<file path="config.mk">
export PLATFORM = sky130hd
export DESIGN_NAME = rf_subsystem
export DESIGN_NICKNAME = d
export VERILOG_FILES = /design/src/design/rf_pkg.sv /design/src/design/rf_subsystem.sv /design/src/design/operand_pair_pack.sv /design/src/design/read_lane.sv /design/src/design/reg_array.sv /design/src/design/wb_order_unit.sv
export VERILOG_INCLUDE_DIRS = /design/src /design/src/design
export SDC_FILE = /design/constraint.sdc
export NUM_CORES = 2
export LEC_CHECK = 0
export BUFFER_PORTS_ARGS = -buffer_cell sky130_fd_sc_hd__buf_2
export CORE_AREA = 2 2 474 476
export CTS_BUF_LIST = sky130_fd_sc_hd__clkbuf_8
export DETAILED_ROUTE_END_ITERATION = 12
export DIE_AREA = 0 0 476 478
export PLACE_DENSITY = 0.61
export SLEW_MARGIN = 15
export SYNTH_ARGS = -nofsm -noshare
export SYNTH_HDL_FRONTEND = slang
export SYNTH_SLANG_ARGS = --single-unit
</file>
<file path="constraint.sdc">
create_clock -name clk -period 4.8 [get_ports clk]
set_clock_uncertainty 0.2 [all_clocks]
set_input_delay 1.44 -clock clk [delete_from_list [all_inputs] [get_ports clk]]
set_output_delay 1.44 -clock clk [all_outputs]
set_load 0.01 [all_outputs]
</file>
<file path="src/design/rf_cfg.svh">
`ifndef RF_CFG_SVH
`define RF_CFG_SVH

// Register file geometry

// Architectural integer registers
`define RF_REG_NUM 32

// Bits needed to name one register
`define RF_ADDR_W 5

// Data word width
`define RF_XLEN 32

// Instruction address width, used to age writebacks
`define RF_PC_W 32

// Operand read lanes, two per issued instruction
// Must stay even since lanes are grouped in pairs
`define RF_READ_PORTS 4

// Number of source pairs handed to issue
`define RF_PAIR_NUM (`RF_READ_PORTS / 2)

`endif
</file>
<file path="src/design/rf_pkg.sv">
`include "rf_cfg.svh"

package rf_pkg;

    typedef logic [`RF_ADDR_W-1:0] reg_addr_t;
    typedef logic [`RF_XLEN-1:0]   xlen_t;
    typedef logic [`RF_PC_W-1:0]   pc_t;

    // One writeback from a pipeline slot
    typedef struct packed {
        logic      valid;
        pc_t       pc;      // Orders the two slots
        reg_addr_t addr;
        xlen_t     data;
    } wb_slot_t;

    // Resolved write, en never set for x0
    typedef struct packed {
        logic      en;
        reg_addr_t addr;
        xlen_t     data;
    } wr_cmd_t;

    typedef struct packed {
        logic      valid;
        reg_addr_t addr;
    } rd_req_t;

    typedef struct packed {
        logic  valid;
        xlen_t data;
    } rd_rsp_t;

    // Source operands of one instruction
    typedef struct packed {
        logic  valid;
        xlen_t src1;
        xlen_t src2;
    } op_pair_t;

endpackage

</file>
<file path="src/design/rf_subsystem.sv">
`timescale 1ns/1ps
`include "rf_cfg.svh"

module rf_subsystem (
    input  logic                                     clk,
    input  logic                                     rst_n_i,
    input  rf_pkg::wb_slot_t [1:0]                   wb_slot_i,
    input  rf_pkg::rd_req_t  [`RF_READ_PORTS-1:0]    rd_req_i,
    output rf_pkg::op_pair_t [`RF_PAIR_NUM-1:0]      pair_o
);

    rf_pkg::wr_cmd_t   [1:0]                 wr_cmd;
    rf_pkg::reg_addr_t [`RF_READ_PORTS-1:0]  rd_addr;
    rf_pkg::xlen_t     [`RF_READ_PORTS-1:0]  raw_data;
    rf_pkg::rd_rsp_t   [`RF_READ_PORTS-1:0]  lane_rsp;

    // Slot in cycle N turns into a write command in N+1
    wb_order_unit u_wb_order (
        .clk       (clk),
        .rst_n_i   (rst_n_i),
        .wb_slot_i (wb_slot_i),
        .wr_cmd_o  (wr_cmd)
    );

    reg_array u_reg_array (
        .clk       (clk),
        .rst_n_i   (rst_n_i),
        .wr_cmd_i  (wr_cmd),
        .rd_addr_i (rd_addr),
        .rd_data_o (raw_data)
    );

    // One lane per source operand
    for (genvar i = 0; i < `RF_READ_PORTS; i++) begin : g_lane
        assign rd_addr[i] = rd_req_i[i].addr;

        read_lane u_lane (
            .clk        (clk),
            .rst_n_i    (rst_n_i),
            .rd_req_i   (rd_req_i[i]),
            .raw_data_i (raw_data[i]),
            .wr_cmd_i   (wr_cmd),
            .rd_rsp_o   (lane_rsp[i])
        );
    end

    operand_pair_pack u_pair_pack (
        .rsp_i  (lane_rsp),
        .pair_o (pair_o)
    );

endmodule

</file>
<file path="src/design/operand_pair_pack.sv">
`timescale 1ns/1ps
`include "rf_cfg.svh"

module operand_pair_pack (
    input  rf_pkg::rd_rsp_t  [`RF_READ_PORTS-1:0] rsp_i,
    output rf_pkg::op_pair_t [`RF_PAIR_NUM-1:0]   pair_o
);

    // Lane 2k feeds src1, lane 2k+1 feeds src2
    always_comb begin
        for (int k = 0; k < `RF_PAIR_NUM; k++) begin
            pair_o[k].valid = rsp_i[2*k].valid || rsp_i[2*k+1].valid;

            // Idle lane shows up as a zero operand
            if (rsp_i[2*k].valid) begin
                pair_o[k].src1 = rsp_i[2*k].data;
            end else begin
                pair_o[k].src1 = '0;
            end

            if (rsp_i[2*k+1].valid) begin
                pair_o[k].src2 = rsp_i[2*k+1].data;
            end else begin
                pair_o[k].src2 = '0;
            end
        end
    end

endmodule

</file>
<file path="src/design/read_lane.sv">
`timescale 1ns/1ps

module read_lane (
    input  logic                    clk,
    input  logic                    rst_n_i,
    input  rf_pkg::rd_req_t         rd_req_i,
    input  rf_pkg::xlen_t           raw_data_i,
    input  rf_pkg::wr_cmd_t [1:0]   wr_cmd_i,
    output rf_pkg::rd_rsp_t         rd_rsp_o
);

    rf_pkg::xlen_t   fwd_data;
    rf_pkg::rd_rsp_t rsp_q;
    logic            hit0;
    logic            hit1;

    // Writes still in flight this cycle
    assign hit0 = wr_cmd_i[0].en && (wr_cmd_i[0].addr == rd_req_i.addr);
    assign hit1 = wr_cmd_i[1].en && (wr_cmd_i[1].addr == rd_req_i.addr);

    always_comb begin
        if (hit1) begin
            fwd_data = wr_cmd_i[1].data;  // Command 1 has priority
        end else if (hit0) begin
            fwd_data = wr_cmd_i[0].data;
        end else begin
            fwd_data = raw_data_i;
        end
    end

    always_ff @(posedge clk) begin
        if (!rst_n_i) begin
            rsp_q.valid <= 1'b0;
        end else begin
            rsp_q.valid <= rd_req_i.valid;
        end
    end

    always_ff @(posedge clk) begin
        rsp_q.data <= rd_req_i.valid ? fwd_data : '0;
    end

    assign rd_rsp_o = rsp_q;

endmodule

</file>
<file path="src/design/reg_array.sv">
`timescale 1ns/1ps
`include "rf_cfg.svh"

module reg_array (
    input  logic                                        clk,
    input  logic                                        rst_n_i,
    input  rf_pkg::wr_cmd_t   [1:0]                     wr_cmd_i,
    input  rf_pkg::reg_addr_t [`RF_READ_PORTS-1:0]      rd_addr_i,
    output rf_pkg::xlen_t     [`RF_READ_PORTS-1:0]      rd_data_o
);

    rf_pkg::xlen_t regs [`RF_REG_NUM];

    // Writes land at the end of the command cycle
    always_ff @(posedge clk) begin
        if (!rst_n_i) begin
            for (int i = 0; i < `RF_REG_NUM; i++) begin
                regs[i] <= '0;
            end
        end else begin
            if (wr_cmd_i[0].en) begin
                regs[wr_cmd_i[0].addr] <= wr_cmd_i[0].data;
            end
            if (wr_cmd_i[1].en) begin
                regs[wr_cmd_i[1].addr] <= wr_cmd_i[1].data;  // Port 1 last
            end
        end
    end

    // Raw reads, bypass is handled per lane
    always_comb begin
        for (int i = 0; i < `RF_READ_PORTS; i++) begin
            rd_data_o[i] = regs[rd_addr_i[i]];
        end
    end

endmodule

</file>
<file path="src/design/wb_order_unit.sv">
`timescale 1ns/1ps
`include "rf_cfg.svh"

module wb_order_unit (
    input  logic                       clk,
    input  logic                       rst_n_i,
    input  rf_pkg::wb_slot_t [1:0]     wb_slot_i,
    output rf_pkg::wr_cmd_t  [1:0]     wr_cmd_o
);

    rf_pkg::wb_slot_t [1:0] slot_q;
    logic                   same_reg;
    logic                   slot0_younger;

    // Valid bits are the only control state here
    always_ff @(posedge clk) begin
        if (!rst_n_i) begin
            slot_q[0].valid <= 1'b0;
            slot_q[1].valid <= 1'b0;
        end else begin
            slot_q[0].valid <= wb_slot_i[0].valid;
            slot_q[1].valid <= wb_slot_i[1].valid;
        end
    end

    always_ff @(posedge clk) begin
        for (int i = 0; i < 2; i++) begin
            slot_q[i].pc   <= wb_slot_i[i].pc;
            slot_q[i].addr <= wb_slot_i[i].addr;
            slot_q[i].data <= wb_slot_i[i].data;
        end
    end

    assign same_reg      = slot_q[0].valid && slot_q[1].valid &&
                           (slot_q[0].addr == slot_q[1].addr);
    assign slot0_younger = slot_q[0].pc > slot_q[1].pc;

    always_comb begin
        for (int i = 0; i < 2; i++) begin
            wr_cmd_o[i].addr = slot_q[i].addr;
            wr_cmd_o[i].data = slot_q[i].data;
        end

        if (same_reg) begin
            // Younger instruction owns the final value
            wr_cmd_o[0].en = slot0_younger;
            wr_cmd_o[1].en = !slot0_younger;
        end else begin
            wr_cmd_o[0].en = slot_q[0].valid;
            wr_cmd_o[1].en = slot_q[1].valid;
        end

        // x0 is hardwired, drop anything aimed at it
        if (slot_q[0].addr == '0) wr_cmd_o[0].en = 1'b0;
        if (slot_q[1].addr == '0) wr_cmd_o[1].en = 1'b0;
    end

endmodule

</file>
### Word level (Yosys, flattened, before mapping)

Memories as Yosys holds them, arrays and structs flattened.
Index checks and enable logic that the tools add are counted.

| cells by class | value |
|---|---|
| $lt $le $gt $ge | 1 |
| equality and inequality tests | 9 |
| muxes and demuxes | 29 |
| reduce and logical (&&, ||, !) cells | 17 |

Operator list:

| cell | count |
|---|---|
| 32-bit 2-to-1 mux | 14 |
| 32-bit OR reduction | 2 |
| 5-bit equality test | 9 |
| 32-bit greater-than comparator | 1 |
| 1-bit 2-to-1 mux | 13 |
| 1-bit logical AND | 10 |
| 5-bit logical NOT | 2 |
| 5-bit 2-to-1 mux | 2 |
| 1-bit logical OR | 2 |
| 1-bit logical NOT | 1 |

| word-level totals | value |
|---|---|
| flip-flop bits (word level) | 272 |
| bits in writable memories | 1024 |
| input bits | 166 |
| word-level logic and storage cells | 73 |
| memories kept | 1 |

Memory list:

| memory | depth | bits a word | read ports | clocked after Yosys merged registers in | write ports | line | text |
|---|---|---|---|---|---|---|---|
| u_reg_array.regs | 32 | 32 | 4 | 0 | 32 | reg_array.sv:12 | `` rf_pkg::xlen_t regs [`RF_REG_NUM]; `` |

### Logic depth before layout (Yosys ltp)

| logic depth | value |
|---|---|
| depth after elaboration | 9 |
| mapped depth | 13 |
| depth with buffers taken out | 10 |

### By module

From an unflattened synthesis, not the netlist that was laid out.

| second synthesis, totals | value |
|---|---|
| cell total of the unflattened synthesis | 8558 |
| area total of the unflattened synthesis | 89789.9 um^2 |

By module, submodules not included:

| module | instances | cells each | area an instance (um^2) | sequential area each (um^2) |
|---|---|---|---|---|
| reg_array | 1 | 7234 | 77618.2 | 30749.5 |
| read_lane | 4 | 209 | 1735.4 | 660.6 |
| wb_order_unit | 1 | 346 | 4276.6 | 2802.7 |
| operand_pair_pack | 1 | 142 | 953.4 | 0.0 |

### Worst setup path after synthesis

No wires, ideal clock.

| timing path | value |
|---|---|
| path kind | input -> register |
| start point | input rd_req_i[6] (netlist name) |
| end point | register g_lane[1].u_lane.rsp_q (netlist bit g_lane[1].u_lane.rd_rsp_o[13]) |
| library setup time | 117 ps |
| arrival | 3818 ps |
| path slack | 665 ps |
| cell stages on the path | 8 |
| path buffers | 3 |
| cells stage by stage | clkbuf_1 clkbuf_1 buf_1 mux4_2 mux4_2 mux2i_1 nand2_1 a32o_1 |

| on the way | value |
|---|---|
| word-level cells in the longest chain between the ends | 4 |
| elaborated cells on any way between the ends | 7 |
| classes of those cells | eq/ne (2); mux (2); reduce/logical (2); memory (1) |

RTL lines:

| element | line | text |
|---|---|---|
| from (decl) | rf_subsystem.sv:8 | `` input rf_pkg::rd_req_t [`RF_READ_PORTS-1:0] rd_req_i, `` |
| parallel branches: the longest is 3 deep, another holds memory read 32 x 32 bit | -- |  |
| 32-bit 2-to-1 mux * | read_lane.sv:22 | `if (hit1) begin` |
| to (decl) | read_lane.sv:13 | `rf_pkg::rd_rsp_t rsp_q;` |

Mark *: on every way between the ends.
A chain may end at the register's enable or synchronous reset.

==> load_flow_metrics.sql <==
INSERT INTO impl_metrics (metric_group, metric, value, unit) VALUES
('placed_design', 'dpl-instance-area', '0.09220', 'mm²'),
('synthesis', 'syn_area_per_cell', '15.53', 'µm²'),
('sta', 'worst_slack', '0.1807', 'ns'),
('clock_tree', 'post_cts_hold_buffer_count', '0', ''),
('synthesis', 'synth_enable_flop_cells', '1024', ''),
('setup_path', 'crit_required', '5.49', 'ns'),
('global_route', 'initial_antenna_violation_count', '21', ''),
('finish', 'instances_no_fill', '8749', ''),
('drt', 'antenna_violation_net_count_after_detailed_routing', '0', ''),
('synthesis', 'number_of_instances_in_the_synthesized_netlist', '5563', ''),
('synthesis', 'netlist.area_leader.share', '35.60', '%'),
('job', 'timing.max_cap.violations', '0', ''),
('die', 'floorplan.io_pins', '296', ''),
('synthesis', 'synth_top_cell_by_area', 'sky130_fd_sc_hd__edfxtp_1', ''),
('setup_path', 'crit_startpoint', 'u_wb_order.slot_q[137]', ''),
('synthesis', 'synthArstFlopShare', '0', '%'),
('sta', 'period_minus_ws_final', '4.619', 'ns'),
('sta', 'timing.setup.tns', '0', 'ns'),
('setup_path', 'highest_delay_cell_along_the_critical_path', 'sky130_fd_sc_hd__buf_4', ''),
('clock_tree', 'cts-root-buf', 'sky130_fd_sc_hd__clkbuf_8', ''),
('setup_path', 'cp_num_buf_inv', '3', ''),
('drt', 'via_per_inst', '7.840', ''),
('synthesis', 'synth_flop_cell', 'sky130_fd_sc_hd__edfxtp_1', ''),
('synthesis', 'synthesis.area', '0.08639', 'mm²'),
('setup_path', 'cp-end-kind', 'register', ''),
('clock_tree', 'clock_latency_at_the_later_pin_of_the_worst_skew_pair', '1.12', 'ns'),
('sta', 'tightest_slew', '1.318', 'ns'),
('worst_hold_path', 'min_to', 'u_wb_order.wr_cmd_o[34]', ''),
('global_route', 'global_route_total_overflow', '0', ''),
('placed_design', 'post_placement_setup_slack', '0.2399', 'ns'),
('sta', 'fin_crit_sh', '96.24', '%'),
('clock_tree', 'clock_path_buffers', '3', ''),
('synthesis', 'yosysWarnings', '0', ''),
('setup_path', 'timing.reg2reg.setup_slack', '0.18', 'ns'),
('die', 'rows', '174', ''),
('die', 'design.die.area', '0.2275', 'mm²'),
('sta', 'timing_hold_violations_final', '0', ''),
('clock_tree', 'cts.reportedPaths.clkPinSlew', '0.07', 'ns'),
('synthesis', 'unique_masters_post_synth', '66', ''),
('worst_hold_path', 'worst_hold_path_cell_count', '1', ''),
('placed_design', 'globalplace.congestion', '0.9202', ''),
('synthesis', 'post-synth-top-count-cell', 'sky130_fd_sc_hd__mux4_2', ''),
('setup_path', 'rr_startpoint', 'u_wb_order.slot_q[137]', ''),
('sta', 'final_slew_violations', '0', ''),
('die', 'die_w', '476', 'µm'),
('setup_path', 'critical_path.top_delay_family', 'simple AND/OR/NAND/NOR gates', ''),
('die', 'start_util', '38.71', '%'),
('drt', 'route.final.wire_length', '389000', 'µm'),
('synthesis', 'seq_area_frac_synth', '41.90', '%'),
('setup_path', 'crit-reg2reg-capture', 'u_reg_array.regs[11][19]', ''),
('clock_tree', 'cts.sinks', '1296', ''),
('synthesis', 'ys_top_cells_by_area', 'sky130_fd_sc_hd__edfxtp_1 (36%), sky130_fd_sc_hd__mux4_2 (33%), sky130_fd_sc_hd__a32o_1 (12%)', ''),
('global_route', 'global_route_wire_length_before_repair', '537900', 'µm'),
('drt', 'remaining_drc_errors', '0', ''),
('sta', 'timing.final.setup_violations', '0', ''),
('finish', 'fillers', '19786', ''),
('sta', 'highest_attainable_clock_frequency', '216.5', 'MHz'),
('drt', 'pre_repair_dr_iteration_count', '6', ''),
('finish', 'fin_nets', '5731', ''),
('setup_path', 'worst-path-max-fanout', '32', ''),
('drt', 'post_drt_wl_per_cell', '44.46', 'µm'),
('global_route', 'grt.total_usage', '33.66', '%'),
('synthesis', 'postSynthRegisterBits', '1296', ''),
('finish', 'layout-drive-gt1-share', '43.52', '%'),
('die', 'die_h', '478', 'µm'),
('placed_design', 'place_hpwl', '221600', 'µm'),
('status', 'run_status', 'completed', ''),
('sta', 'max-slew-margin-rel', '12.11', '%'),
('placed_design', 'place.detailed.instances', '8290', ''),
('synthesis', 'synth_commonest_cells', 'sky130_fd_sc_hd__mux4_2 (1280), sky130_fd_sc_hd__a32o_1 (1029), sky130_fd_sc_hd__edfxtp_1 (1024)', ''),
('global_route', 'grt_start_max_net_pins', '129', '');
layer usage:
metal | part of all wire, % | track usage [%] | wire length, µm | up-vias
li1 | - | - | - | 24521
met1 | 32 | 39.57 | 123100 | 35348
met2 | 44 | 49.81 | 172300 | 6988
met3 | 15 | 13.30 | 59660 | 1724
met4 | 8.7 | 24.64 | 33880 | 8
met5 | 0.012 | 0.1493 | 47 | -
kinds of logic after synthesis:
logic type	share of synthesized area (%)
compound gates	13.81
xor+xnor	0.4562
fa+ha+maj	0.4635
buf+inv	4.906
flops	41.90
mux	34.85
other cells	0.004341
simple gates	3.611
how the worst max path moves through the flow:
stage,cells after the start,to,slack [ns]
global placement,11,u_reg_array.regs[22][8],0.32
detailed placement,12,u_reg_array.regs[22][8],0.24
finish,11,u_reg_array.regs[11][19],0.18
global route,13,u_reg_array.regs[14][19],0.14
CTS,12,u_reg_array.regs[22][22],0.15
floorplan,8,g_lane[1].u_lane.rd_rsp_o[13],0.66
final cells by class:
cell class,count,area share [%]
Multi-Input combinational cell,3289,47.82
Sequential cell,1296,37.28
Timing Repair Buffer,673,5.861
Tap cell,2992,3.855
Clock buffer,255,3.615
Clock inverter,180,1.348
Inverter,40,0.1572
Antenna cell,24,0.06185
report_power, final:
part / switching, W / internal [W]
Sequential: 0.000385 / 0.0125
Clock: 0.00540 / 0.00576
Combinational: 0.00284 / 0.00203
state kept, by name, summed over array words and instances, names as in the netlist:
name	cells
u_wb_order.wr_cmd_o	74
g_lane.u_lane.rd_rsp_o	132
u_wb_order.slot_q	66
u_reg_array.regs	1024
stage by stage:
stage | power [W] | utilization (%)
after global routing | 0.02954 | 43.49
after global placement | 0.01779 | 41.32
after floorplan | 0.01592 | -
after detailed placement | 0.01783 | 41.32
after CTS | 0.02879 | 43.48
final | 0.02894 | 43.51
worst register-to-register path, delay by kind of cell, from the launching register on:
family / cells / cell delay (ns)
AOI/OAI and AO/OA: 2 / 0.67
adders and majority gates: 1 / 0.31
buffers and inverters: 3 / 1.18
DFF: 1 / 0.31
and+or+nand+nor: 5 / 1.73
layout by cell type, fill, tap and decap left out, types with 5 or more instances in the layout:
master	Yosys	final
sky130_fd_sc_hd__mux4_2	1280	1280
sky130_fd_sc_hd__a32o_1	1029	1029
sky130_fd_sc_hd__edfxtp_1	1024	1024
sky130_fd_sc_hd__buf_4	5	286
sky130_fd_sc_hd__buf_2	213	275
sky130_fd_sc_hd__dfxtp_1	272	266
sky130_fd_sc_hd__clkbuf_8	0	255
sky130_fd_sc_hd__and2_1	146	142
sky130_fd_sc_hd__mux2i_1	128	128
sky130_fd_sc_hd__nand2_1	118	117
sky130_fd_sc_hd__inv_1	39	102
sky130_fd_sc_hd__buf_12	0	100
sky130_fd_sc_hd__or2_2	93	93
sky130_fd_sc_hd__nand3_1	83	83
sky130_fd_sc_hd__o2bb2ai_1	43	43
sky130_fd_sc_hd__clkinv_2	0	42
sky130_fd_sc_hd__clkinv_1	1	35
sky130_fd_sc_hd__a21o_1	34	34
sky130_fd_sc_hd__ha_1	32	32
sky130_fd_sc_hd__conb_1	1	32
sky130_fd_sc_hd__o211a_1	30	30
sky130_fd_sc_hd__a211o_2	0	29
sky130_fd_sc_hd__nor2_4	0	27
sky130_fd_sc_hd__diode_2	0	24
sky130_fd_sc_hd__xor2_1	24	24
sky130_fd_sc_hd__xnor2_1	21	21
sky130_fd_sc_hd__bufinv_16	0	15
sky130_fd_sc_hd__nor3_1	15	14
sky130_fd_sc_hd__nor2_1	29	14
sky130_fd_sc_hd__nand4_1	12	12
sky130_fd_sc_hd__a21oi_1	12	12
sky130_fd_sc_hd__o21ai_0	10	10
sky130_fd_sc_hd__clkinvlp_4	0	8
sky130_fd_sc_hd__buf_8	0	8
sky130_fd_sc_hd__o32ai_1	6	6
sky130_fd_sc_hd__dfxtp_2	0	6
sky130_fd_sc_hd__nand2b_1	5	5
sky130_fd_sc_hd__a22o_1	5	5
No activity file was read; power rests on OpenSTA's default activity.
